### src/include/imgproc_settings.svh
`ifndef IMGPROC_SETTINGS_SVH
`define IMGPROC_SETTINGS_SVH

// frame geometry, coordinates are 11 bits
`define IMAGE_W 11'd640
`define IMAGE_H 11'd480

// per-line majority filter
`define DETECT_WINDOW 32
`define DETECT_MAJORITY 12
// narrowest run that may move the box
`define MIN_RUN 11'd60

// red thresholds on hue, saturation and value
`define HUE_MAX_RED 9'd38
`define SAT_MIN_RED 8'd145
`define VAL_MIN_RED 8'd47
`define RED_CODE 24'hff0000

// message path
`define MSG_INTERVAL 8'd6
`define MSG_DEPTH 256
`define MSG_TAG 8'h56

// register map
`define ADDR_STATUS 3'd0
`define ADDR_MSG 3'd1
`define ADDR_ID 3'd2
`define CORE_ID 32'h1234eee2

`endif

### src/logic/imgproc_pkg.sv
package imgproc_pkg;

	////////////////////
	// stream payload
	////////////////////

	// red sits in the top byte of the stream word
	typedef struct packed {
		logic [7:0] red;
		logic [7:0] green;
		logic [7:0] blue;
	} rgb_t;

	typedef struct packed {
		rgb_t rgb;
		logic sop;
		logic eop;
	} pixel_beat_t;

	////////////////////
	// tracker types
	////////////////////

	// hue in degrees 0 to 359
	typedef struct packed {
		logic [8:0] hue;
		logic [7:0] sat;
		logic [7:0] val;
	} hsv_t;

	typedef struct packed {
		logic [10:0] x;
		logic [10:0] y;
		logic video;
	} scan_pos_t;

	typedef struct packed {
		logic [10:0] left;
		logic [10:0] right;
	} box_t;

	// tag byte then sampled brightness total
	typedef struct packed {
		logic [7:0] tag;
		logic [23:0] total;
	} msg_word_t;

endpackage

### src/logic/pixel_classifier.sv
`timescale 1ns/100ps
`include "imgproc_settings.svh"

module pixel_classifier (
	input  imgproc_pkg::pixel_beat_t beat,
	output imgproc_pkg::hsv_t        hsv,
	output logic [7:0]               gray,
	output logic                     red_hit
);

	logic [7:0] r;
	logic [7:0] g;
	logic [7:0] b;
	logic [7:0] max_c;
	logic [7:0] min_c;
	logic [7:0] delta;
	logic [7:0] num;
	logic [8:0] base;
	logic [7:0] den_h;
	logic [7:0] den_s;
	logic [13:0] scaled;
	logic [15:0] sat_q;

	assign r = beat.rgb.red;
	assign g = beat.rgb.green;
	assign b = beat.rgb.blue;

	// channel order picks one of six 60 degree sectors
	// ties go to red then green so num never passes delta
	always_comb begin
		if (r >= g && r >= b) begin
			max_c = r;
			if (g >= b) begin
				min_c = b;
				base = 9'd0;
				num = g - b;
			end else begin
				min_c = g;
				base = 9'd300;
				num = r - b;
			end
		end else if (g >= b) begin
			max_c = g;
			if (r >= b) begin
				min_c = b;
				base = 9'd60;
				num = g - r;
			end else begin
				min_c = r;
				base = 9'd120;
				num = b - r;
			end
		end else begin
			max_c = b;
			if (g >= r) begin
				min_c = r;
				base = 9'd180;
				num = b - g;
			end else begin
				min_c = g;
				base = 9'd240;
				num = r - g;
			end
		end
	end

	assign delta = max_c - min_c;
	// grey pixels would divide by zero
	assign den_h = (delta == 8'd0) ? 8'd1 : delta;
	assign den_s = (max_c == 8'd0) ? 8'd1 : max_c;
	assign scaled = (14'd60 * num) / den_h;
	assign sat_q = {delta, 8'h00} / den_s;

	assign hsv.hue = (delta == 8'd0) ? 9'd0 : base + scaled[8:0];
	// pure colour gives 256, clamp to full scale
	assign hsv.sat = (sat_q > 16'd255) ? 8'd255 : sat_q[7:0];
	assign hsv.val = max_c;

	// green/2 + red/4 + blue/4
	assign gray = {1'b0, g[7:1]} + {2'b00, r[7:2]} + {2'b00, b[7:2]};

	assign red_hit = (hsv.hue < `HUE_MAX_RED) && (hsv.sat > `SAT_MIN_RED) &&
		(hsv.val > `VAL_MIN_RED);

endmodule

### config.mk
export PLATFORM = sky130hd
export DESIGN_NAME = pixel_classifier
export DESIGN_NICKNAME = d
export VERILOG_FILES = /design/src/logic/imgproc_pkg.sv /design/src/logic/pixel_classifier.sv
export VERILOG_INCLUDE_DIRS = /design/src /design/src/include
export SDC_FILE = /design/constraint.sdc
export NUM_CORES = 1
export LEC_CHECK = 0
export ABC_AREA = 1
export BUFFER_PORTS_ARGS = -buffer_cell sky130_fd_sc_hd__buf_2
export CAP_MARGIN = 20
export CORE_ASPECT_RATIO = 0.8
export CORE_MARGIN = 10
export CORE_UTILIZATION = 30
export DETAILED_ROUTE_END_ITERATION = 8
export GPL_ROUTABILITY_DRIVEN = 0
export MAX_ROUTING_LAYER = met4
export PLACE_DENSITY = 0.46
export SYNTH_ARGS = -nofsm -noshare
export SYNTH_HDL_FRONTEND = slang
export SYNTH_SLANG_ARGS = --single-unit
### constraint.sdc
create_clock -name vclk -period 63.2
set_clock_uncertainty 0.2 [all_clocks]
set_input_delay 6.32 -clock vclk [all_inputs]
set_output_delay 6.32 -clock vclk [all_outputs]
set_load 0.01 [all_outputs]
==> results_dict.tcl <==
set metrics [dict create \
    synth.distinct_cells 62 \
    initial_core_util 0.302 \
    n_antenna_cell 0 \
    rsz0062_at_grt "false" \
    tightest_slew_ns 1.03 \
    port_buffers 58 \
    fmax_ghz 0.0215 \
    yosys_warnings 0 \
    synth_fp_nets 2693 \
    drive_gt1_frac 0.115 \
    endpoint_kind "output port" \
    slew_headroom 0.315 \
    grt_antenna_before_repair 0 \
    synth.most_common_cell "nand2_1" \
    yosys.area.top_type_share 0.223 \
    holdPathStages 4 \
    seq_area_um2 0 \
    die_h_um 217 \
    drv_cap 0 \
    hp-class "input port to output port" \
    seq_area_frac_synth 0 \
    dp_hpwl_mm 37.5 \
    cp_common_cell "nand2_1" \
    clock_buffers 0 \
    vias_per_cell 4.88 \
    vias 14800 \
    synthToLayoutAreaGrowth_pct 6.40 \
    ctsResizeCount 0 \
    worstPathArrival_ns 39.91 \
    maxSlewViolCount 0 \
    setup-tns-final_ns 0 \
    first_iter_violations 846 \
    synth_area_um2 14500 \
    drtPass1Iterations 7 \
    crit_path_max_incr_delay_ns 0.49 \
    netlist_top_cells_count "602 x nand2_1, 322 x inv_1, 259 x ha_1" \
    nets 2724 \
    cts_hold_buf 0 \
    die_w_um 266 \
    final-setup-viol-count 0 \
    crit_required_ns 56.68 \
    status "finished, final reports clean" \
    hold_ws_ns 12.90 \
    synthCells 2378 \
    crit_fanout 29 \
    final_antenna_net_count 0 \
    synth_top_area_cell "ha_1" \
    routed_wl_mm 43.8 \
    wl_per_cell_um 14.4 \
    path_class "input port to output port" \
    remaining_drc_errors 0 \
    fp-row-count 72 \
    core_area_um2 48100 \
    hold_start "beat[25]" \
    hold_path_end "hsv[7]" \
    critPathLaunchType "input port" \
    grt_max_degree 36 \
    syn_avg_cell_area_um2 6.10 \
    min_period_ns 46.43 \
    grt.total_usage 0.154 \
    grt_pass1_wl_mm 73.3 \
    io_pins 60 \
    grt_pass1_vias 14400 \
    hold_viol_final 0 \
    synth_area_leaders "ha_1 22%, nand2_1 16%, inv_1 8.3%" \
    globalRouteOverflowTotal 0 \
    finalCritPeriodShare 0.735 \
    critical-path-slowest-cell "a21oi_1" \
    die_area_um2 57600 \
    cts_setup_buffers 0 \
    numSequentialCells 0 \
]
==> critical path, delay by kind of cell <==
kind | cells | cell delay (ns)
AOI/OAI and AO/OA | 58 | 10.80
buffers and inverters | 31 | 4.54
adders and majority gates | 20 | 6.38
and+or+nand+nor | 94 | 11.80
==> layout by cell type (no fill, tap or decap), types with 9 or more instances in the layout <==
cell / instances
nand2_2: 43
a21oi_1: 141
nand4_1: 30
o21bai_1: 23
or2_2: 29
ha_1: 259
fa_1: 30
xnor2_1: 82
inv_2: 34
nand3_1: 139
o21ai_0: 162
nor2_1: 124
buf_2: 58
inv_1: 322
a21o_1: 35
buf_4: 9
xor2_1: 73
nand3_2: 26
nor2_2: 23
nor3_1: 13
nand2_1: 602
nand2_4: 10
o21ai_1: 27
==> layer usage <==
| metal | global-route usage | up-vias | wire (um) |
|---|---|---|---|
| li1 | - | 7898 | - |
| met1 | 0.225 | 6675 | 23600 |
| met2 | 0.242 | 218 | 18400 |
| met3 | 0.00856 | 12 | 1650 |
| met4 | 0.00533 | 0 | 158 |
| met5 | - | - | 0 |
==> worst max path at each step <==
stage	from	end	slack (ns)	cells past startpoint
after global placement	beat[10]	red_hit	16.91	201
after floorplan	beat[18]	red_hit	22.57	208
final	beat[10]	red_hit	16.77	203
after detailed placement	beat[18]	red_hit	16.65	201
after CTS	beat[18]	red_hit	16.49	201
after global routing	beat[5]	red_hit	12.71	204
==> kinds of logic (layout without fill, tap and decap cells) <==
family / after synthesis / after routing / synth area share
buffers and inverters: 400 / 429 / 0.109
muxes: 1 / 1 / 0.000690
adders and majority gates: 289 / 289 / 0.265
AOI/OAI and AO/OA: 462 / 462 / 0.187
xor gates and xnor gates: 156 / 156 / 0.0946
and+or+nand+nor: 1070 / 1070 / 0.345
==> area by class of cell <==
cell class | instances | area [um2]
multi-input cells | 1978 | 12900
fillers | 5429 | 32700
well taps | 629 | 787
repair buffers | 67 | 358
inverters | 362 | 1360
==> stage by stage <==
stage | utilization | area [um2] | setup WS, ns | cells
5_1_grt | 0.321 | 15400 | 12.71 | 3036
2_1_floorplan | - | 14500 | 22.57 | 2378
3_3_place_gp | 0.321 | 15400 | 16.91 | 3036
4_1_cts | 0.321 | 15400 | 16.49 | 3036
3_5_place_dp | 0.321 | 15400 | 16.65 | 3036
6_report | 0.321 | 15400 | 16.77 | 3036
Power is left out: the tool's default activity adds up to more than one toggle a clock period on the data nets, which glitch-free logic cannot reach.
