## config.mk

```make
export PLATFORM = sky130hd
export DESIGN_NAME = scan_tracker
export DESIGN_NICKNAME = d
export VERILOG_FILES = /design/src/logic/imgproc_pkg.sv /design/src/logic/scan_tracker.sv
export VERILOG_INCLUDE_DIRS = /design/src /design/src/include
export SDC_FILE = /design/constraint.sdc
export NUM_CORES = 1
export LEC_CHECK = 0
export BUFFER_PORTS_ARGS = -buffer_cell sky130_fd_sc_hd__buf_2
export CORE_UTILIZATION = 40
export DETAILED_ROUTE_END_ITERATION = 16
export SYNTH_ARGS = -nofsm -noshare
export SYNTH_HDL_FRONTEND = slang
export SYNTH_SLANG_ARGS = --single-unit
```

## constraint.sdc

```tcl
create_clock -name clk -period 9.5 [get_ports clk]
set_input_delay 0.95 -clock clk [delete_from_list [all_inputs] [get_ports clk]]
set_output_delay 0.95 -clock clk [all_outputs]
set_load 0.1 [all_outputs]
```

## src/include/imgproc_settings.svh

```systemverilog
`ifndef IMGPROC_SETTINGS_SVH
`define IMGPROC_SETTINGS_SVH

// frame geometry, coordinates are 11 bits
`define IMAGE_W 11'd640
`define IMAGE_H 11'd480

// per-line majority filter
`define DETECT_WINDOW 32
`define DETECT_MAJORITY 12
// narrowest run that may move the box
`define MIN_RUN 11'd60

// red thresholds on hue, saturation and value
`define HUE_MAX_RED 9'd38
`define SAT_MIN_RED 8'd145
`define VAL_MIN_RED 8'd47
`define RED_CODE 24'hff0000

// message path
`define MSG_INTERVAL 8'd6
`define MSG_DEPTH 256
`define MSG_TAG 8'h56

// register map
`define ADDR_STATUS 3'd0
`define ADDR_MSG 3'd1
`define ADDR_ID 3'd2
`define CORE_ID 32'h1234eee2

`endif

```

## src/logic/imgproc_pkg.sv

```systemverilog
package imgproc_pkg;

	////////////////////
	// stream payload
	////////////////////

	// red sits in the top byte of the stream word
	typedef struct packed {
		logic [7:0] red;
		logic [7:0] green;
		logic [7:0] blue;
	} rgb_t;

	typedef struct packed {
		rgb_t rgb;
		logic sop;
		logic eop;
	} pixel_beat_t;

	////////////////////
	// tracker types
	////////////////////

	// hue in degrees 0 to 359
	typedef struct packed {
		logic [8:0] hue;
		logic [7:0] sat;
		logic [7:0] val;
	} hsv_t;

	typedef struct packed {
		logic [10:0] x;
		logic [10:0] y;
		logic video;
	} scan_pos_t;

	typedef struct packed {
		logic [10:0] left;
		logic [10:0] right;
	} box_t;

	// tag byte then sampled brightness total
	typedef struct packed {
		logic [7:0] tag;
		logic [23:0] total;
	} msg_word_t;

endpackage

```

## src/logic/scan_tracker.sv

```systemverilog
`timescale 1ns/100ps
`include "imgproc_settings.svh"

module scan_tracker (
	input  logic                     clk,
	input  logic                     reset_n,
	input  imgproc_pkg::pixel_beat_t beat,
	input  logic                     accept,
	input  logic [7:0]               value,
	input  logic [8:0]               msg_used,
	output imgproc_pkg::scan_pos_t   pos,
	output logic                     msg_push,
	output imgproc_pkg::msg_word_t   msg_data
);

	logic [23:0] value_total;
	// video frames left until the next message
	logic [7:0] frame_left;
	logic video_eop;
	logic msg_room;
	logic send_msg;

	assign video_eop = accept && beat.eop && !beat.sop && pos.video;
	// keep a few words of slack in the FIFO
	assign msg_room = msg_used < 9'(`MSG_DEPTH - 3);
	assign send_msg = video_eop && (frame_left == 8'd0) && msg_room;

	always_ff @(posedge clk) begin
		if (!reset_n) begin
			pos <= '0;
			value_total <= '0;
			frame_left <= 8'd0;
			msg_push <= 1'b0;
		end else begin
			msg_push <= send_msg;
			if (accept) begin
				if (beat.sop) begin
					// header beat, packet type in blue low nibble
					pos.x <= 11'd0;
					pos.y <= 11'd0;
					pos.video <= (beat.rgb.blue[3:0] == 4'h0);
					value_total <= '0;
				end else if (pos.x == `IMAGE_W - 11'd1) begin
					pos.x <= 11'd0;
					pos.y <= (pos.y == `IMAGE_H - 11'd1) ? 11'd0 : pos.y + 11'd1;
				end else begin
					pos.x <= pos.x + 11'd1;
					// sample brightness every fourth column
					if (pos.x[1:0] == 2'b00) begin
						value_total <= value_total + 24'(value);
					end
				end
			end
			if (video_eop) begin
				if (send_msg) begin
					frame_left <= `MSG_INTERVAL - 8'd1;
				end else begin
					frame_left <= frame_left - 8'd1;
				end
			end
		end
	end

	// last column never samples so the total is final here
	always_ff @(posedge clk) begin
		if (send_msg) begin
			msg_data.tag <= `MSG_TAG;
			msg_data.total <= value_total;
		end
	end

endmodule

```

==> metrics.md <==
| Metric | Value |
|---|---|
| Commonest non-fill, non-tap cells in the layout | `buf_2, dfxtp_1, nand2_1, nor2_1, a21oi_1` |
| Setup-failing EPs final | `0` |
| Drt initial violations | `122` |
| Worst Path Max Fanout | `12` |
| Worst Hold Path Cells | `0` |
| Num ports | `102` |
| Minimum clock period | `2.78 ns` |
| Clock root cell | `clkbuf_8` |
| Final period util | `29.2%` |
| Leak | `1.63 nW` |
| Most common cell after layout, fill and taps aside | `buf_2` |
| Worst hold endpoint | `msg_data[6]` |
| Hold path startpoint | `value_total[6]` |
| Yosys warns | `0` |
| Fin Setup TNS | `0 ns` |
| Drt pass-1 iters | `4` |
| RR Startpoint | `value_total[0]` |
| Die area | `10100 um^2` |
| Cts bufs inserted | `9` |
| Register area share after synthesis | `47.7%` |
| Setup crit start kind | `input pin` |
| Routed vias | `3213` |
| Worst skew pair latency | `0.36 ns` |
| H-tree depth | `3` |
| Vias/cell | `5.22` |
| Peak VDD IR | `0.0660 mV` |
| Slew headroom | `42.4%` |
| Path type of the worst setup path | `input pin to register` |
| Synth-to-Final Area Change | `16.6%` |
| Reg2Reg Depth | `8` |
| First-pass GRT wire length | `14.1 mm` |
| Cell Area, Synth | `3860 um^2` |
| # DRC | `0` |
| Cell Pwr Density | `152 nW/um^2` |
| RSZ-0062 raised after global routing | `false` |
| EDFF count, synth | `24` |
| Largest net degree at the start of global routing | `29` |
| Clock buffer depth | `2` |
| Detailed Route WL | `8.25 mm` |
| Ant diodes | `0` |
| Final GP Congestion | `0.777` |
| CP required | `9.77 ns` |
| Post-synthesis cell type count | `58` |
| Final ANT Viol Nets | `0` |
| Die Ht | `100 um` |
| Pre-CTS setup slack | `6.37 ns` |
| Initial antenna violation count | `0` |
| Std cell rows | `35` |
| TritonCTS clock tree | `yes` |
| CTS Hold Bufs | `0` |
| Async set-reset flop share out of synthesis | `0%` |
| Number of global-route vias before repair | `2842` |
| Initial Util | `41.6%` |
| Clock Skews | `0.0154 ns` |
| # fillers | `938` |
| Setup Fix Bufs, Post-CTS | `0` |
| Outcome | `complete, no violations` |
| Worst setup EP type | `register` |
| Mapped Cells | `410` |
| Syn_area_per_cell | `9.42 um^2` |
| Crit path arrival time | `3.04 ns` |
| GRT overflow | `0` |
| Max Fclk | `360 MHz` |
| Hold Path Class | `register to register` |
| R2R setup slack | `7.04 ns` |
| Total GRT Usage | `17.6%` |
| Post-DP HPWL | `5.83 mm` |
| DR WL/cell | `13.4 um` |
| Final nets | `541` |
| Final hold violations | `0` |
| Final worst slack | `6.72 ns` |
| CTS clock-pin slew for the worst setup and hold paths | `0.09 ns` |
| Share of layout cells above drive strength 1 | `21.8%` |
| Core area | `9280 um^2` |
| # clock sinks | `80` |
| Top_reg_cell synth | `dfxtp_1` |
| PortBufs | `73` |
| Max Cap Viol | `0` |
| PostCTS Resize Cnt | `0` |
| Worst Tran Pin Value | `0.858 ns` |
| Max-slew violations | `0` |
| Endpoint of the worst register-to-register path | `value_total[12]` |
| #FFs+latches synth | `80` |
| Die X | `100 um` |
registers in the layout, indices dropped and copies added, names as in the netlist:
name and cells:
msg_data 24, frame_left 8, value_total 24, msg_push 1
pos 23
how the worst max path moves through the flow:
stage / startpoint / endpoint / slack, ns
2_1_floorplan: accept / frame_left[3] / 5.62
3_3_place_gp: value[5] / value_total[23] / 6.41
3_5_place_dp: value[5] / value_total[23] / 6.37
4_1_cts: value[5] / value_total[23] / 6.74
5_1_grt: value[0] / value_total[12] / 6.53
6_report: value[0] / value_total[12] / 6.72
through the flow:
stage / cell area [um^2] / hold slack (ns) / total power [W] / cells / utilization (%)
2_1_floorplan: 3880 / 0.422 / 0.000416 / 416 / -
5_1_grt: 4500 / 0.472 / 0.000715 / 616 / 48.5
3_3_place_gp: 4290 / 0.437 / 0.000426 / 600 / 46.2
4_1_cts: 4500 / 0.462 / 0.000694 / 616 / 48.5
3_5_place_dp: 4290 / 0.440 / 0.000427 / 600 / 46.2
6_report: 4500 / 0.462 / 0.000685 / 616 / 48.5
critical path, stage by stage:
cell,delay [ns]
buf_2,0.08
ha_1,0.19
inv_1,0.07
fa_1,0.40
nor2b_1,0.18
o31a_2,0.21
o21ai_2,0.18
or4_2,0.63
a21oi_1,0.15
synthesized netlist by cell type, types with 3 or more instances:
| cell | count | area, um^2 |
|---|---|---|
| or4_1 | 5 | 37.5 |
| o31ai_1 | 12 | 90.1 |
| a21oi_1 | 36 | 180 |
| clkbuf_1 | 5 | 18.8 |
| nand3_1 | 13 | 65.1 |
| or4_2 | 5 | 43.8 |
| nor4_1 | 7 | 43.8 |
| nand4_1 | 12 | 75.1 |
| buf_4 | 9 | 67.6 |
| nor2_1 | 39 | 146 |
| nand2_1 | 42 | 158 |
| a31oi_1 | 3 | 18.8 |
| buf_6 | 3 | 33.8 |
| ha_1 | 12 | 150 |
| and3_1 | 4 | 25.0 |
| xnor2_1 | 10 | 87.6 |
| nand2b_1 | 4 | 25.0 |
| edfxtp_1 | 24 | 721 |
| nor3_1 | 6 | 30.0 |
| inv_1 | 16 | 60.1 |
| o211ai_1 | 3 | 22.5 |
| xor2_1 | 7 | 61.3 |
| o21ai_0 | 28 | 140 |
| or3_1 | 5 | 31.3 |
| dfxtp_1 | 56 | 1120 |
power by group:
group          internal [W]  switching (W)  total [W]
clock network      0.000127       0.000138   0.000265
logic             0.0000175      0.0000468  0.0000644
registers          0.000352     0.00000263   0.000355
total              0.000497       0.000188   0.000685
metal layers:
metal | global-route usage, % | share of wire [%] | vias up
met2 | 28.1 | 47 | 73
met1 | 23.9 | 47 | 1482
li1 | - | - | 1649
met3 | 3.69 | 4.3 | 9
met5 | 0 | 0 | -
met4 | 5.69 | 1.2 | 0
area by class of cell:
type,instances,area [um^2],share of cell area (%)
tap,129,161,3.59
sequential,80,1840,40.9
inverter,16,60.1,1.33
timing repair buffer,74,373,8.28
clock inverter,7,83.8,1.86
clock buffer,9,124,2.75
multi-input combinational,301,1860,41.3
kinds of logic (layout without fill, tap and decap cells):
family          Yosys count  count (layout)  synth area share, %
compound gates          109             109                 18.2
xor+xnor                 17              17                 3.86
fa+ha+maj                13              13                 4.41
buf+inv                  35             106                 4.93
flops                    80              80                 47.7
other cells               2               8                0.194
simple gates            154             154                 20.7
Note: power is estimated with default switching activity, not from simulation.
