===== config.mk =====
export PLATFORM = sky130hd
export DESIGN_NAME = blob_tracker
export DESIGN_NICKNAME = d
export VERILOG_FILES = /design/src/logic/imgproc_pkg.sv /design/src/logic/blob_tracker.sv
export VERILOG_INCLUDE_DIRS = /design/src /design/src/include
export SDC_FILE = /design/constraint.sdc
export NUM_CORES = 1
export LEC_CHECK = 0
export BUFFER_PORTS_ARGS = -buffer_cell sky130_fd_sc_hd__buf_2
export CAP_MARGIN = 20
export CORE_MARGIN = 4
export CORE_UTILIZATION = 60
export DETAILED_ROUTE_END_ITERATION = 16
export PLACE_DENSITY = 0.83
export RECOVER_POWER = 50
export SLEW_MARGIN = 25
export SYNTH_ARGS = -nofsm -noshare
export SYNTH_HDL_FRONTEND = slang
export SYNTH_SLANG_ARGS = --single-unit

===== constraint.sdc =====
create_clock -name clk -period 17.2 [get_ports clk]
set_input_delay 2.58 -clock clk [delete_from_list [all_inputs] [get_ports clk]]
set_output_delay 2.58 -clock clk [all_outputs]
set_load 0.1 [all_outputs]

===== src/include/imgproc_settings.svh =====
`ifndef IMGPROC_SETTINGS_SVH
`define IMGPROC_SETTINGS_SVH

// frame geometry, coordinates are 11 bits
`define IMAGE_W 11'd640
`define IMAGE_H 11'd480

// per-line majority filter
`define DETECT_WINDOW 32
`define DETECT_MAJORITY 12
// narrowest run that may move the box
`define MIN_RUN 11'd60

// red thresholds on hue, saturation and value
`define HUE_MAX_RED 9'd38
`define SAT_MIN_RED 8'd145
`define VAL_MIN_RED 8'd47
`define RED_CODE 24'hff0000

// message path
`define MSG_INTERVAL 8'd6
`define MSG_DEPTH 256
`define MSG_TAG 8'h56

// register map
`define ADDR_STATUS 3'd0
`define ADDR_MSG 3'd1
`define ADDR_ID 3'd2
`define CORE_ID 32'h1234eee2

`endif


===== src/logic/imgproc_pkg.sv =====
package imgproc_pkg;

	////////////////////
	// stream payload
	////////////////////

	// red sits in the top byte of the stream word
	typedef struct packed {
		logic [7:0] red;
		logic [7:0] green;
		logic [7:0] blue;
	} rgb_t;

	typedef struct packed {
		rgb_t rgb;
		logic sop;
		logic eop;
	} pixel_beat_t;

	////////////////////
	// tracker types
	////////////////////

	// hue in degrees 0 to 359
	typedef struct packed {
		logic [8:0] hue;
		logic [7:0] sat;
		logic [7:0] val;
	} hsv_t;

	typedef struct packed {
		logic [10:0] x;
		logic [10:0] y;
		logic video;
	} scan_pos_t;

	typedef struct packed {
		logic [10:0] left;
		logic [10:0] right;
	} box_t;

	// tag byte then sampled brightness total
	typedef struct packed {
		logic [7:0] tag;
		logic [23:0] total;
	} msg_word_t;

endpackage


===== src/logic/blob_tracker.sv =====
`timescale 1ns/100ps
`include "imgproc_settings.svh"

module blob_tracker (
	input  logic                     clk,
	input  logic                     reset_n,
	input  logic                     accept,
	input  imgproc_pkg::pixel_beat_t beat,
	input  imgproc_pkg::scan_pos_t   pos,
	input  logic                     red_hit,
	input  logic [7:0]               gray,
	input  logic                     mode,
	output imgproc_pkg::rgb_t        pix_out,
	output imgproc_pkg::box_t        box
);

	localparam int CNT_W = $clog2(`DETECT_WINDOW + 1);

	logic [`DETECT_WINDOW-1:0] window;
	logic [`DETECT_WINDOW-1:0] window_now;
	logic [CNT_W-1:0] hit_count;
	logic in_band;
	logic filtered;
	logic edge_hit;
	logic is_pixel;
	logic video_eop;
	// run being built on this line
	logic [10:0] run_width;
	logic [10:0] run_left;
	logic [10:0] run_right;
	// widest run so far this frame
	logic [10:0] best_width;
	logic [10:0] best_left;
	logic [10:0] best_right;
	logic [11:0] left_sum;
	logic [11:0] right_sum;

	////////////////////
	// majority filter
	////////////////////

	// current detection shifted in, restarted at column 0
	assign window_now = (pos.x == 11'd0) ? {{(`DETECT_WINDOW - 1){1'b0}}, red_hit} :
		{window[`DETECT_WINDOW-2:0], red_hit};

	always_comb begin
		hit_count = '0;
		for (int i = 0; i < `DETECT_WINDOW; i++) begin
			hit_count = hit_count + CNT_W'(window_now[i]);
		end
	end

	// edges of the line never fill the window
	assign in_band = (pos.x > 11'(`DETECT_WINDOW)) &&
		(pos.x < `IMAGE_W - 11'(`DETECT_WINDOW));
	assign filtered = in_band && (hit_count > CNT_W'(`DETECT_MAJORITY));

	////////////////////
	// run and box
	////////////////////

	assign is_pixel = accept && !beat.sop;
	assign video_eop = accept && beat.eop && !beat.sop && pos.video;
	// smoothing, half old edge and half new edge
	assign left_sum = {1'b0, box.left} + {1'b0, best_left};
	assign right_sum = {1'b0, box.right} + {1'b0, best_right};

	always_ff @(posedge clk) begin
		if (!reset_n) begin
			window <= '0;
			run_width <= 11'd0;
			run_left <= `IMAGE_W - 11'd1;
			run_right <= 11'(`DETECT_WINDOW);
			best_width <= `MIN_RUN;
			best_left <= 11'd0;
			best_right <= 11'd0;
			box <= '0;
		end else begin
			if (accept && beat.sop) begin
				run_width <= 11'd0;
				run_left <= `IMAGE_W - 11'd1;
				run_right <= 11'(`DETECT_WINDOW);
				// runs must beat MIN_RUN to count
				best_width <= `MIN_RUN;
				best_left <= 11'd0;
				best_right <= 11'd0;
			end else if (is_pixel) begin
				window <= window_now;
				if (filtered) begin
					run_width <= run_width + 11'd1;
					if (pos.x < run_left) begin
						run_left <= pos.x;
					end
					run_right <= pos.x;
				end else begin
					// run ends, keep it if widest
					if (run_width > best_width) begin
						best_width <= run_width;
						best_left <= run_left;
						best_right <= run_right;
					end
					run_width <= 11'd0;
					run_left <= `IMAGE_W - 11'd1;
					run_right <= 11'(`DETECT_WINDOW);
				end
			end
			// box moves once per video frame
			if (video_eop && (best_right > best_left)) begin
				box.left <= left_sum[11:1];
				box.right <= right_sum[11:1];
			end
		end
	end

	////////////////////
	// overlay
	////////////////////

	// one edge only, a collapsed box draws nothing
	assign edge_hit = (box.left == pos.x) ^ (box.right == pos.x);

	always_comb begin
		if (mode && pos.video && !beat.sop) begin
			if (in_band && (filtered || edge_hit)) begin
				pix_out = `RED_CODE;
			end else begin
				pix_out = '{gray, gray, gray};
			end
		end else begin
			pix_out = beat.rgb;
		end
	end

endmodule


==> impl_metrics.py <==
metrics = {
    "synthesis": {
        "yosysSeqAreaShare_pct": 30.9,
        "synth_nets": 1114,
        "synth_seq_cells": 119,
        "yosysUniqueCellTypes": 59,
        "synth.avg_cell_area_um2": 7.99,
        "postSynth.asyncResetShare_pct": 0,
        "synth-edff-count": 0,
        "synth_area_um2": 7720,
        "ys_warn_count": 0,
        "syn_inst": 966,
        "ys.flop_type": "dfxtp_1",
    },
    "global_routing": {
        "grt_pass1_vias": 6935,
        "grt_usage_pct": 28.6,
        "grt_pass1_wl_mm": 33.4,
        "grt_start_max_net_pins": 51,
        "antenna_found_initial": 0,
        "grt_overflow_total": 0,
    },
    "critical_path": {
        "worst-path-buf-inv": 6,
        "cp-startpoint": "pos[18]",
        "cp-endpoint": "pix_out[19]",
        "critical_path_required_ns": 14.62,
        "crit_chain": "clkbuf_1, nor4_1, nand4b_1, clkbuf_1, and2_1, fa_1, inv_1, fa_1, fa_1, fa_1, fa_1, fa_1, inv_1, ha_1, fa_1, nand2b_1, o21ai_0, nand4b_1, a31oi_1, buf_4, nand3b_1, buf_2",
        "reg2reg_setup_slack_ns": 10.60,
        "r2r-start": "window[6]",
        "cp_max_fo": 50,
        "startpoint_type": "primary input",
        "path_delay_family": "adder cells",
        "critical_path_depth": 22,
        "path_class": "in -> out",
        "rr_worst_depth": 17,
        "rr_endpoint": "run_left[2]",
        "crit_slowest_cell": "clkbuf_1",
        "endpoint_kind": "primary output",
        "max_stage_delay_ns": 1.31,
        "cp.arrival_ns": 10.43,
        "cp_common_cell": "fa_1",
    },
    "timing": {
        "maxSlewViolCount": 136,
        "worstMarginPinSlew_ns": 2.34,
        "fin_crit_sh_pct": 75.6,
        "setup_tns_ns": 0,
        "holdWs_ns": 0.448,
        "fin_crit_ns": 13.01,
        "relSlewSlack_pct": -55.8,
        "fin_worst_skew_ns": 0.0107,
        "hold_viol_final": 0,
        "rsz0062_at_grt": "false",
        "fmax_mhz": 76.9,
        "setup_viol": 0,
    },
    "clocking": {
        "hold_buffers": 0,
        "cts_setup_buffers": 0,
        "cts_root_buf": "clkbuf_16",
        "cts_buffers": 17,
        "clock_sinks": 119,
        "cts_tree": "done",
        "insertion_delay_ns": 0.42,
        "cts_buffer_depth": 2,
        "path_clk_slew_ns": 0.06,
        "cts_resized": 0,
        "htree_num_levels": 4,
    },
    "placement": {
        "numPortBuffers": 96,
        "place_area_um2": 8250,
        "dp.cells": 1187,
        "place.gp.congestion": 0.962,
        "hpwlAfterDp_mm": 14.4,
    },
    "pwr": {
        "powerDensity_nw_per_um2": 80.3,
        "ir_worst_vdd_mv": 0.0739,
        "p_leak_nw": 3.60,
    },
    "floorplan": {
        "initial_core_util_pct": 61.2,
        "die_h_um": 121,
        "row_count": 41,
        "die-width_um": 121,
        "pin_count": 108,
        "core-area_um2": 12600,
        "dieArea_um2": 14700,
    },
    "layout": {
        "syn_to_final_growth_pct": 13.8,
        "postLayoutCellArea_um2": 8790,
        "nets": 1182,
        "n_antenna_cell": 0,
        "layout-drive-gt1-share_pct": 11.1,
        "final_cell_count_no_fill": 1219,
        "fillers": 1041,
        "fin_util_pct": 69.6,
    },
    "route": {
        "via_per_inst": 6.05,
        "firstDrtPassIters": 5,
        "postRouteAntennaNets": 0,
        "drtIter0Drc": 674,
        "drc_errors": 0,
        "totalWireLength_mm": 20.7,
        "vias": 7371,
        "wire_per_inst_um": 17.0,
    },
    "run_status": {
        "violations": "capacitance limit, slew limit",
        "status": "complete, but fails checks",
    },
    "run": {
        "drv_cap": 3,
    },
    "min_path": {
        "min-delay-path-class": "reg -> reg",
    },
}
## placed cells by master, fill, tap and decap left out, types with 4 or more instances in the layout
cell	n
or3_1	4
clkinv_4	4
xnor2_1	28
dfxtp_1	119
o21ai_1	20
o21ai_0	47
o21a_1	7
ha_1	60
xor2_1	9
clkbuf_1	31
nand3_1	68
fa_1	26
buf_2	72
buf_4	4
a211o_1	4
nand2_1	132
nand3b_1	9
o211ai_1	11
nor4_1	9
a22o_1	10
nand2b_1	14
nor3_1	7
nand4_1	18
a21o_1	7
inv_1	63
clkbuf_16	17
nor2b_1	4
a211oi_1	5
a21oi_1	119
a31oi_1	6
nor2_1	38
o22ai_1	5
and2_1	13
## synth_stat cells, drive strengths merged, types with 4 or more instances
master  instances  share of area [%]
a211o           4               0.45
nand2         132                6.4
nand4          18                1.5
o22ai           5               0.41
o21ai          67                4.3
and2           14                1.1
buf            17                1.1
nor2           38                1.8
xor2            9                1.0
nand3          68                4.4
ha             60                9.7
xnor2          28                3.2
o21a            7               0.68
a31oi           6               0.49
nor3            8               0.66
a22o           10                1.1
a211oi          6               0.65
a21oi         119                7.8
nor4            9               0.73
or3             4               0.32
clkbuf         38                1.8
nor2b           4               0.32
a21o            7               0.68
dfxtp         119                 31
inv            63                3.1
o211ai         11                1.1
nand3b          9               0.87
nand2b         14                1.1
fa             26                6.7
or4b            4               0.52
## worst min-delay path: cells and delay by family, from the launching register on
| kind | cells | cell delay [ns] |
|---|---|---|
| flops | 1 | 0.30 |
| simple gates | 1 | 0.05 |
| compound gates | 1 | 0.05 |
## flip-flops by register name (all words and copies together) (netlist names)
name        count
box            22
best_right     11
run_width      11
run_right      11
window         31
best_left      11
run_left       11
best_width     11
## how the worst min path moves through the flow
stage	slack [ns]	from	endpoint	depth (start not counted)
after floorplan	0.43	run_right[10]	run_right[10]	1
after global placement	0.44	window[28]	window[28]	2
after detailed placement	0.44	window[12]	window[12]	2
after CTS	0.45	window[1]	window[1]	2
after global routing	0.46	window[21]	window[21]	2
final	0.45	window[28]	window[28]	2
## cell type report
type	instances	area, um2	share of cell area (%)
repair buffers	104	495	5.64
multi-input cells	728	4870	55.4
flip-flops and latches	119	2380	27.1
inverters	64	240	2.73
clock inverters	10	123	1.40
well taps	172	215	2.45
clock buffers	22	464	5.28
## cell families after synthesis
logic type,share of synthesized area (%)
xor+xnor,4.20
simple gates,21.4
flops,30.9
fa+ha+maj,16.5
buf+inv,6.03
compound gates,21.1
## power by group
group | switching [mW] | internal [mW] | leakage, nW
clock network | 0.132 | 0.221 | 0.277
registers | 0.000562 | 0.277 | 0.959
logic | 0.0586 | 0.0161 | 2.37
total | 0.192 | 0.514 | 3.60
## layer usage
| metal | global-route usage [%] | up-vias | share of wire [%] |
|---|---|---|---|
| li1 | - | 3552 | - |
| met1 | 37.0 | 3445 | 43 |
| met2 | 45.6 | 310 | 45 |
| met3 | 8.07 | 64 | 8.8 |
| met4 | 10.5 | 0 | 2.8 |
| met5 | 0 | - | 0 |
## per-stage QoR
stage / power (mW) / setup WS [ns]
after floorplan: 0.339 / 4.95
after global placement: 0.357 / 5.38
after detailed placement: 0.357 / 5.26
after CTS: 0.706 / 5.21
after global routing: 0.725 / 3.74
final: 0.705 / 4.19
Power figures use the tool's default switching activity.
