--- src/include/imgproc_settings.svh ---
`ifndef IMGPROC_SETTINGS_SVH
`define IMGPROC_SETTINGS_SVH

// frame geometry, coordinates are 11 bits
`define IMAGE_W 11'd640
`define IMAGE_H 11'd480

// per-line majority filter
`define DETECT_WINDOW 32
`define DETECT_MAJORITY 12
// narrowest run that may move the box
`define MIN_RUN 11'd60

// red thresholds on hue, saturation and value
`define HUE_MAX_RED 9'd38
`define SAT_MIN_RED 8'd145
`define VAL_MIN_RED 8'd47
`define RED_CODE 24'hff0000

// message path
`define MSG_INTERVAL 8'd6
`define MSG_DEPTH 256
`define MSG_TAG 8'h56

// register map
`define ADDR_STATUS 3'd0
`define ADDR_MSG 3'd1
`define ADDR_ID 3'd2
`define CORE_ID 32'h1234eee2

`endif

--- src/logic/imgproc_pkg.sv ---
package imgproc_pkg;

	////////////////////
	// stream payload
	////////////////////

	// red sits in the top byte of the stream word
	typedef struct packed {
		logic [7:0] red;
		logic [7:0] green;
		logic [7:0] blue;
	} rgb_t;

	typedef struct packed {
		rgb_t rgb;
		logic sop;
		logic eop;
	} pixel_beat_t;

	////////////////////
	// tracker types
	////////////////////

	// hue in degrees 0 to 359
	typedef struct packed {
		logic [8:0] hue;
		logic [7:0] sat;
		logic [7:0] val;
	} hsv_t;

	typedef struct packed {
		logic [10:0] x;
		logic [10:0] y;
		logic video;
	} scan_pos_t;

	typedef struct packed {
		logic [10:0] left;
		logic [10:0] right;
	} box_t;

	// tag byte then sampled brightness total
	typedef struct packed {
		logic [7:0] tag;
		logic [23:0] total;
	} msg_word_t;

endpackage

--- src/logic/stream_reg.sv ---
`timescale 1ns/100ps

module stream_reg (
	input  logic                     clk,
	input  logic                     reset_n,
	input  logic                     valid_in,
	output logic                     ready_out,
	input  imgproc_pkg::pixel_beat_t data_in,
	output logic                     valid_out,
	input  logic                     ready_in,
	output imgproc_pkg::pixel_beat_t data_out
);

	// second slot catches the beat that arrives while downstream stalls
	imgproc_pkg::pixel_beat_t skid_data;
	logic skid_valid;
	logic take_in;
	logic load_main;

	// ready only depends on a flop
	assign ready_out = !skid_valid;
	assign take_in = valid_in && ready_out;
	// main slot empty or handing off this cycle
	assign load_main = !valid_out || ready_in;

	always_ff @(posedge clk) begin
		if (!reset_n) begin
			valid_out <= 1'b0;
			skid_valid <= 1'b0;
		end else if (load_main) begin
			// skid drains first, input is blocked meanwhile
			valid_out <= skid_valid || take_in;
			skid_valid <= 1'b0;
		end else if (take_in) begin
			skid_valid <= 1'b1;
		end
	end

	always_ff @(posedge clk) begin
		if (load_main) begin
			data_out <= skid_valid ? skid_data : data_in;
		end else if (take_in) begin
			skid_data <= data_in;
		end
	end

endmodule

--- config.mk ---
export PLATFORM = sky130hd
export DESIGN_NAME = stream_reg
export DESIGN_NICKNAME = d
export VERILOG_FILES = /design/src/include/imgproc_settings.svh /design/src/logic/imgproc_pkg.sv /design/src/logic/stream_reg.sv
export SDC_FILE = /design/constraint.sdc
export NUM_CORES = 1
export LEC_CHECK = 0
export ABC_CLOCK_PERIOD_IN_PS = 3300
export BUFFER_PORTS_ARGS = -buffer_cell sky130_fd_sc_hd__buf_2
export CAP_MARGIN = 0
export CORE_MARGIN = 2
export CORE_UTILIZATION = 40
export CTS_CLUSTER_DIAMETER = 40
export DETAILED_ROUTE_END_ITERATION = 6
export GPL_TIMING_DRIVEN = 0
export PLACE_DENSITY = 0.72
export SYNTH_ARGS = -nofsm -noshare
export SYNTH_HDL_FRONTEND = slang
export SYNTH_SLANG_ARGS = --single-unit
--- constraint.sdc ---
create_clock -name clk -period 3.3 [get_ports clk]
set_input_delay 0.165 -clock clk [delete_from_list [all_inputs] [get_ports clk]]
set_output_delay 0.165 -clock clk [all_outputs]
set_load 0.02 [all_outputs]
==> results of run 1 <==
==> kinds of logic after synthesis <==
logic type,synth area share
flops,0.804
mux,0.160
simple gates,0.0151
buf+inv,0.0176
compound gates,0.00377
==> per-layer routing <==
layer | vias to the layer above | global-route usage
met2 | 40 | 0.234
met5 | - | 0
met1 | 489 | 0.132
li1 | 480 | -
met4 | 0 | 0.0476
met3 | 6 | 0.0461
==> worst max-delay path: cells and delay by family (launching register included) <==
family | cells | cell delay (ns)
buffers and inverters | 1 | 0.23
flip-flops | 1 | 0.35
AND/OR/NAND/NOR | 2 | 1.05
==> through the flow <==
step	area, um2	hold slack [ns]	power, uW
2_1_floorplan	2000	0.264	883
5_1_grt	2480	0.0310	1310
4_1_cts	2480	0.0317	1280
3_3_place_gp	2370	0.357	931
3_5_place_dp	2400	0.358	940
6_report	2480	0.0463	1260
==> flip-flops by register name, summed over array words and instances, names as in the netlist <==
name / count
data_out: 26
skid_data: 26
skid_valid: 1
valid_out: 1
==> layout make-up <==
cell class / instances / area (um2)
plain buffers: 3 / 31.3
clock buffers: 6 / 72.6
clock inverters: 2 / 8.76
fillers: 415 / 2270
inverters: 1 / 3.75
multi-input cells: 31 / 370
flip-flops and latches: 54 / 1600
well taps: 67 / 83.8
repair buffers: 58 / 313
==> power by group through the flow <==
| stage | clock network [uW] | registers [uW] | logic [uW] |
|---|---|---|---|
| after floorplan | 0 | 848 | 35.1 |
| after global placement | 0 | 813 | 118 |
| after detailed placement | 0 | 813 | 127 |
| after CTS | 355 | 798 | 127 |
| after global routing | 375 | 801 | 134 |
| final | 339 | 797 | 125 |
==> cell usage in the layout, fill, tap and decap left out <==
cell type	synthesis	layout
buf_2	1	58
clkbuf_1	0	1
mux2_2	19	19
clkinv_1	0	1
dfxtp_1	2	2
mux2_4	7	7
nor3b_4	0	1
buf_8	1	1
nand2b_2	0	1
edfxtp_1	52	52
buf_6	1	1
nor2_1	1	1
nor3b_2	1	1
buf_16	0	1
clkinv_2	0	1
clkbuf_8	0	5
a21boi_1	1	1
inv_1	1	1
==> worst max path at each step <==
stage                                      start                       to  slack [ns]  depth (start not counted)
after global routing      valid_out$_SDFFE_PN0P_  skid_data[15]$_DFFE_PP_        1.19                          3
final                     valid_out$_SDFFE_PN0P_  skid_data[15]$_DFFE_PP_        1.35                          3
after CTS                 valid_out$_SDFFE_PN0P_  skid_data[15]$_DFFE_PP_        0.86                          3
after detailed placement                ready_in   skid_data[9]$_DFFE_PP_        0.86                          4
after global placement                  ready_in   skid_data[9]$_DFFE_PP_        0.05                          3
after floorplan           valid_out$_SDFFE_PN0P_   skid_data[0]$_DFFE_PP_        0.60                          2
==> summary.md, run 1 <==
| Metric | Value |
|---|---|
| Status | `finished clean` |
| Tcrit/Tclk final | `0.592` |
| Gp weighted congestion | `0.746` |
| Yosys top cell by area | `edfxtp_1` |
| WP data required | `about 3.3 ns` |
| # DRC | `0` |
| Vias per cell | `4.57` |
| Fin crit period | `1.95 ns` |
| R2R depth | `3` |
| Clock power frac | `0.269` |
| Starting DRT DRC Count | `63` |
| Largest net degree at the start of global routing | `30` |
| Main synth FF type | `edfxtp_1` |
| Setup Fix Bufs, Post-CTS | `0` |
| H-tree depth | `2` |
| Relative slew slack | `0.487` |
| Critical Path Max Stage Delay | `0.63 ns` |
| Post-synth top area share | `0.783` |
| Synth Area per Inst | `22.4 um2` |
| Vias | `1,015` |
| Dpl hpwl | `2380 um` |
| Die Span X | `~75 um` |
| Hold WC Path Type | `in2reg` |
| Fmax | `512 MHz` |
| Placed Cells incl. Taps | `214` |
| Worst hold start | `data_in[16]` |
| I/O pins | `just under 60` |
| Reg clk slew, reported paths | `0.09 ns` |
| Sequential share of power | `0.632` |
| Clock Skew | `0.00764 ns` |
| Root Driver | `clkbuf_8` |
| Bufs on Longest Clock Path | `2` |
| Die ar. | `roughly 5600 um2` |
| Syn Std Cell Area | `1990 um2` |
| Endpoint kind of the worst setup timing path | `register` |
| Share of layout cells above drive strength 1 | `0.619` |
| Fin. max-slew vios | `0` |
| # clock sinks | `54` |
| Top sig layer | `met4` |
| Wire length per cell | `14.6 um` |
| Post-synth EDFFs | `52` |
| Routed WL | `between 3000 and 4000 um` |
| Pwr per Cell Area | `507 nW/um2` |
| Sw Share | `0.216` |
| Vias in the first global route | `1,071` |
| Worst R2R End | `skid_data[15]$_DFFE_PP_` |
| Starting Density | `0.419` |
| Crit-path cells | `nand2b_2, nor3b_4, buf_16` |
| Register area share after synthesis | `0.804` |
| R2r setup slk | `roughly 1.3 ns` |
| Synth warnings | `0` |
| WHS Endpoint | `skid_data[16]$_DFFE_PP_` |
| # resized after CTS | `0` |
| Max cap viols | `0` |
| Most common cell in the netlist | `edfxtp_1` |
| Final net count | `184` |
| Ys async rst share | `0` |
| Met2 Wirelength | `1690 um` |
| First-pass GRT wire length | `about 5000 um` |
| Worst-Margin Slew | `approximately 0.77 ns` |
| CTS tree | `yes` |
| Chip height | `74.6 um` |
| Post-place setup slack | `0.860 ns` |
| Final Worst Setup Slack | `about 1.3 ns` |
| Mapped Cells | `89` |
| Min-Delay Path Depth | `1` |
| CP Class | `reg2reg` |
| Final non-filler cell total | `222` |
| Area delta synth->final | `24.7%` |
| Core Region | `4750 um2` |
| Synthesized Nets | `119` |
| ANT cells | `0` |
| Clock Latency Late Sink | `0.30 ns` |
| Final setup fails | `0` |
| Final Util | `0.523` |
| TritonCTS Buffers | `5` |
| P_int | `slightly below 1000 uW` |
| Wire length on met1 | `1310 um` |
| Antenna Nets Post-Route | `0` |
| Worst-path maximum fanout | `29` |
| Max IR drop VDD | `0.000244 V` |
| Metal3 WL | `192 um` |
| Setup TNS | `0 ns` |
| Critical path's slowest cell | `nor3b_4` |
| Fin. Hold Viols | `0` |
| DRT Pass-1 Iters | `4` |
| Top cells by count, synth | `edfxtp_1 (52), mux2_2 (19), mux2_4 (7)` |
| IO buf count | `57` |
| Congestion Overflow GR | `0` |
| GRT Util Overall | `0.127` |
| Startpoint types | `register` |
| Combinational share of power | `0.099` |
| Switching pwr | `about 270 uW` |
| Row cnt | `25` |
| Lkg Pwr | `0.000949 uW` |
| Antenna violations before repair | `0` |
| RSZ-0062 raised after global routing | `no` |
| Ranking of synthesized cells by area | `edfxtp_1 (78%), mux2_2 (11%), mux2_4 (5.3%), dfxtp_1 (2.0%), buf_8 (0.75%)` |
| Critical path data arrival time | `1.96 ns` |
| Synth Register Bits | `54` |
| Reg2Reg Launch Point | `valid_out$_SDFFE_PN0P_` |
| Yosys cell types | `13` |
| CTS hold repair buffers | `0` |
(Power assumes the default switching activity.)
==> inputs of run 2 (changes only) <==
Settings changed: ABC_CLOCK_PERIOD_IN_PS 3300 to 1570.
Clock period 3.3 ns to 1.57 ns, I/O delays scaled along.
==> summary.md, run 2 (synthesis gave the netlist of run 1 again) <==
| Metric | Value |
|---|---|
| Status | `finished clean` |
| FF/Latch Area | `1610 um2 (+0.23%)` |
| Fin. Hold Viols | `0 (unchanged)` |
| Crit path from | `valid_out$_SDFFE_PN0P_` |
| Most common cell after layout, fill and taps aside | `buf_2` |
| Critical path's slowest cell | `dfxtp_4` |
| # clock sinks | `54 (unchanged)` |
| First-pass GRT wire length | `5450 um (+7.5%)` |
| Chip height | `74.6 um (unchanged)` |
| Startpoint types | `register` |
| Worst-path maximum fanout | `30 (+3.4%)` |
| Dpl hpwl | `2280 um (-4.0%)` |
| Antenna violations before repair | `0 (unchanged)` |
| Starting Density | `0.419 (unchanged)` |
| Fillers | `371 (-11%)` |
| ANT cells | `0 (unchanged)` |
| Pwr per Cell Area | `1030 nW/um2 (+100%)` |
| Clock Skew | `0.00278 ns (-0.00486 ns)` |
| # DRC | `0 (unchanged)` |
| Fin. max-slew vios | `0 (unchanged)` |
| Fmax | `716 MHz (+40%)` |
| Critical path data arrival time | `1.41 ns (-0.55 ns)` |
| GRT Util Overall | `0.136 (+0.00923)` |
| Relative slew slack | `0.704 (+0.217)` |
| Grt peak-use layer | `met2` |
| Die ar. | `5560 um2 (unchanged)` |
| Largest net degree at the start of global routing | `31 (+3.3%)` |
| Max IR drop VDD | `0.000416 V (+71%)` |
| Met3 usage | `0.0203 (-0.0257)` |
| Congestion Overflow GR | `0 (unchanged)` |
| Vias per cell | `4.51 (-1.4%)` |
| Critical Path Max Stage Delay | `0.37 ns (-0.26 ns)` |
| Core Region | `4750 um2 (unchanged)` |
| Reg2Reg Launch Point | `valid_out$_SDFFE_PN0P_` |
| Most frequent cells in the layout | `buf_2 (58), edfxtp_1 (52), dlygate4sd3_1 (26), mux2_2 (19), mux2_4 (7)` |
| Root Driver | `clkbuf_8` |
| CP delay by family, top | `simple AND/OR/NAND/NOR gates` |
| IO buf count | `57 (unchanged)` |
| Largest regs | `data_out x26, skid_data x26` |
| Antenna Nets Post-Route | `0 (unchanged)` |
| Fin crit period | `1.40 ns (-0.558 ns)` |
| Starting DRT DRC Count | `64 (+1.6%)` |
| Area of the multi-input gates | `394 um2 (+6.4%)` |
| Reg clk slew, reported paths | `0.09 ns (about the same)` |
| Area delta synth->final | `40.9%` |
| Wire length per cell | `14.5 um (-1.2%)` |
| Met1 Track Usage GR | `0.150 (+0.0181)` |
| Share of layout cells above drive strength 1 | `0.549 (-0.0704)` |
| TritonCTS Buffers | `5 (unchanged)` |
| Hold WC Path Type | `in2reg` |
| Gp weighted congestion | `0.669 (-10%)` |
| Routed WL | `3630 um (+12%)` |
| Setup TNS | `0 ns (unchanged)` |
| Final net count | `213 (+16%)` |
| CP Buf/Inv Count | `1 (unchanged)` |
| Clock Latency Late Sink | `0.29 ns (about the same)` |
| Final setup fails | `0 (unchanged)` |
| Die Span X | `74.6 um (unchanged)` |
| Endpoint kind of the worst setup timing path | `register` |
| Lkg Pwr | `0.00108 uW (+14%)` |
| Grt met2 use | `0.253 (+0.0187)` |
| DRT Pass-1 Iters | `4 (unchanged)` |
| Row cnt | `25 (unchanged)` |
| I/O pins | `58 (unchanged)` |
| CTS tree | `yes` |
| Tcrit/Tclk final | `0.889 (+0.297)` |
| Final Util | `0.591 (+0.0682)` |
| Bufs on Longest Clock Path | `2 (unchanged)` |
| Crit-path cells | `nand2b_4, nor3b_4, buf_12` |
| Vias in the first global route | `1,147 (+7.1%)` |
| H-tree depth | `2 (unchanged)` |
| Worst hold start | `reset_n` |
| Max cap viols | `0 (unchanged)` |
| CP Class | `reg2reg` |
| Vias | `1,132 (+12%)` |
| RSZ-0062 raised after global routing | `no` |
| WP data required | `1.59 ns (-1.72 ns)` |
| Worst-Margin Slew | `0.443 ns (-0.326 ns)` |
[run 2: final cells by class]
class | instances | area share
buffer | 3 | 0.0111
timing repair buffer | 86 | 0.207
inverter | 1 | 0.00134
clock inverter | 2 | 0.0134
sequential | 54 | 0.571
clock buffer | 6 | 0.0258
tap | 67 | 0.0298
multi-input combinational | 32 | 0.140
[run 2: where the power goes]
group	internal [uW]	switching [uW]	leakage [uW]
Clock	476	417	0.0000514
Sequential	1660	17.0	0.000523
Combinational	158	162	0.000509
[run 2: path summary, 6_finish.rpt]
check                                               end  slack (ns)  cells past startpoint
worst max-delay path             skid_data[2]$_DFFE_PP_        0.17                      3
worst min-delay path            skid_valid$_SDFFE_PP0P_        0.04                      2
worst max register to register   skid_data[2]$_DFFE_PP_        0.17                      3
worst min register to register    data_out[7]$_DFFE_PP_        0.55                      1
[run 2: what timing repair did]
item                                    CTS  global route
hold endpoints to repair                 26             0
resized for setup                         1             0
buffers inserted                          3             0
endpoints found under the setup margin   26             0
hold buffers                             26             0
[run 2: layer usage]
metal,share of wire,up-vias
met3,0.038,4
met1,0.39,557
met5,0,-
met2,0.56,34
met4,0.015,0
li1,-,537
[run 2: worst reg2reg max path, delay by kind of cell (launching register included)]
family | cells | cell delay, ns
simple gates | 2 | 0.57
flops | 1 | 0.37
buf+inv | 1 | 0.17
[run 2: stage by stage]
stage / area (um2) / hold slack (ns) / cells / worst slack [ns] / power, uW
finish: 2810 / 0.0357 / 251 / 0.174 / 2890
global route: 2810 / 0.0335 / 251 / 0.122 / 3000
CTS: 2810 / 0.0236 / 251 / 0.163 / 2920
detailed placement: 2380 / 0.272 / 213 / -0.630 / 1970
global placement: 2380 / 0.271 / 213 / -0.522 / 1960
floorplan: 2020 / 0.177 / 89 / -0.202 / 1860
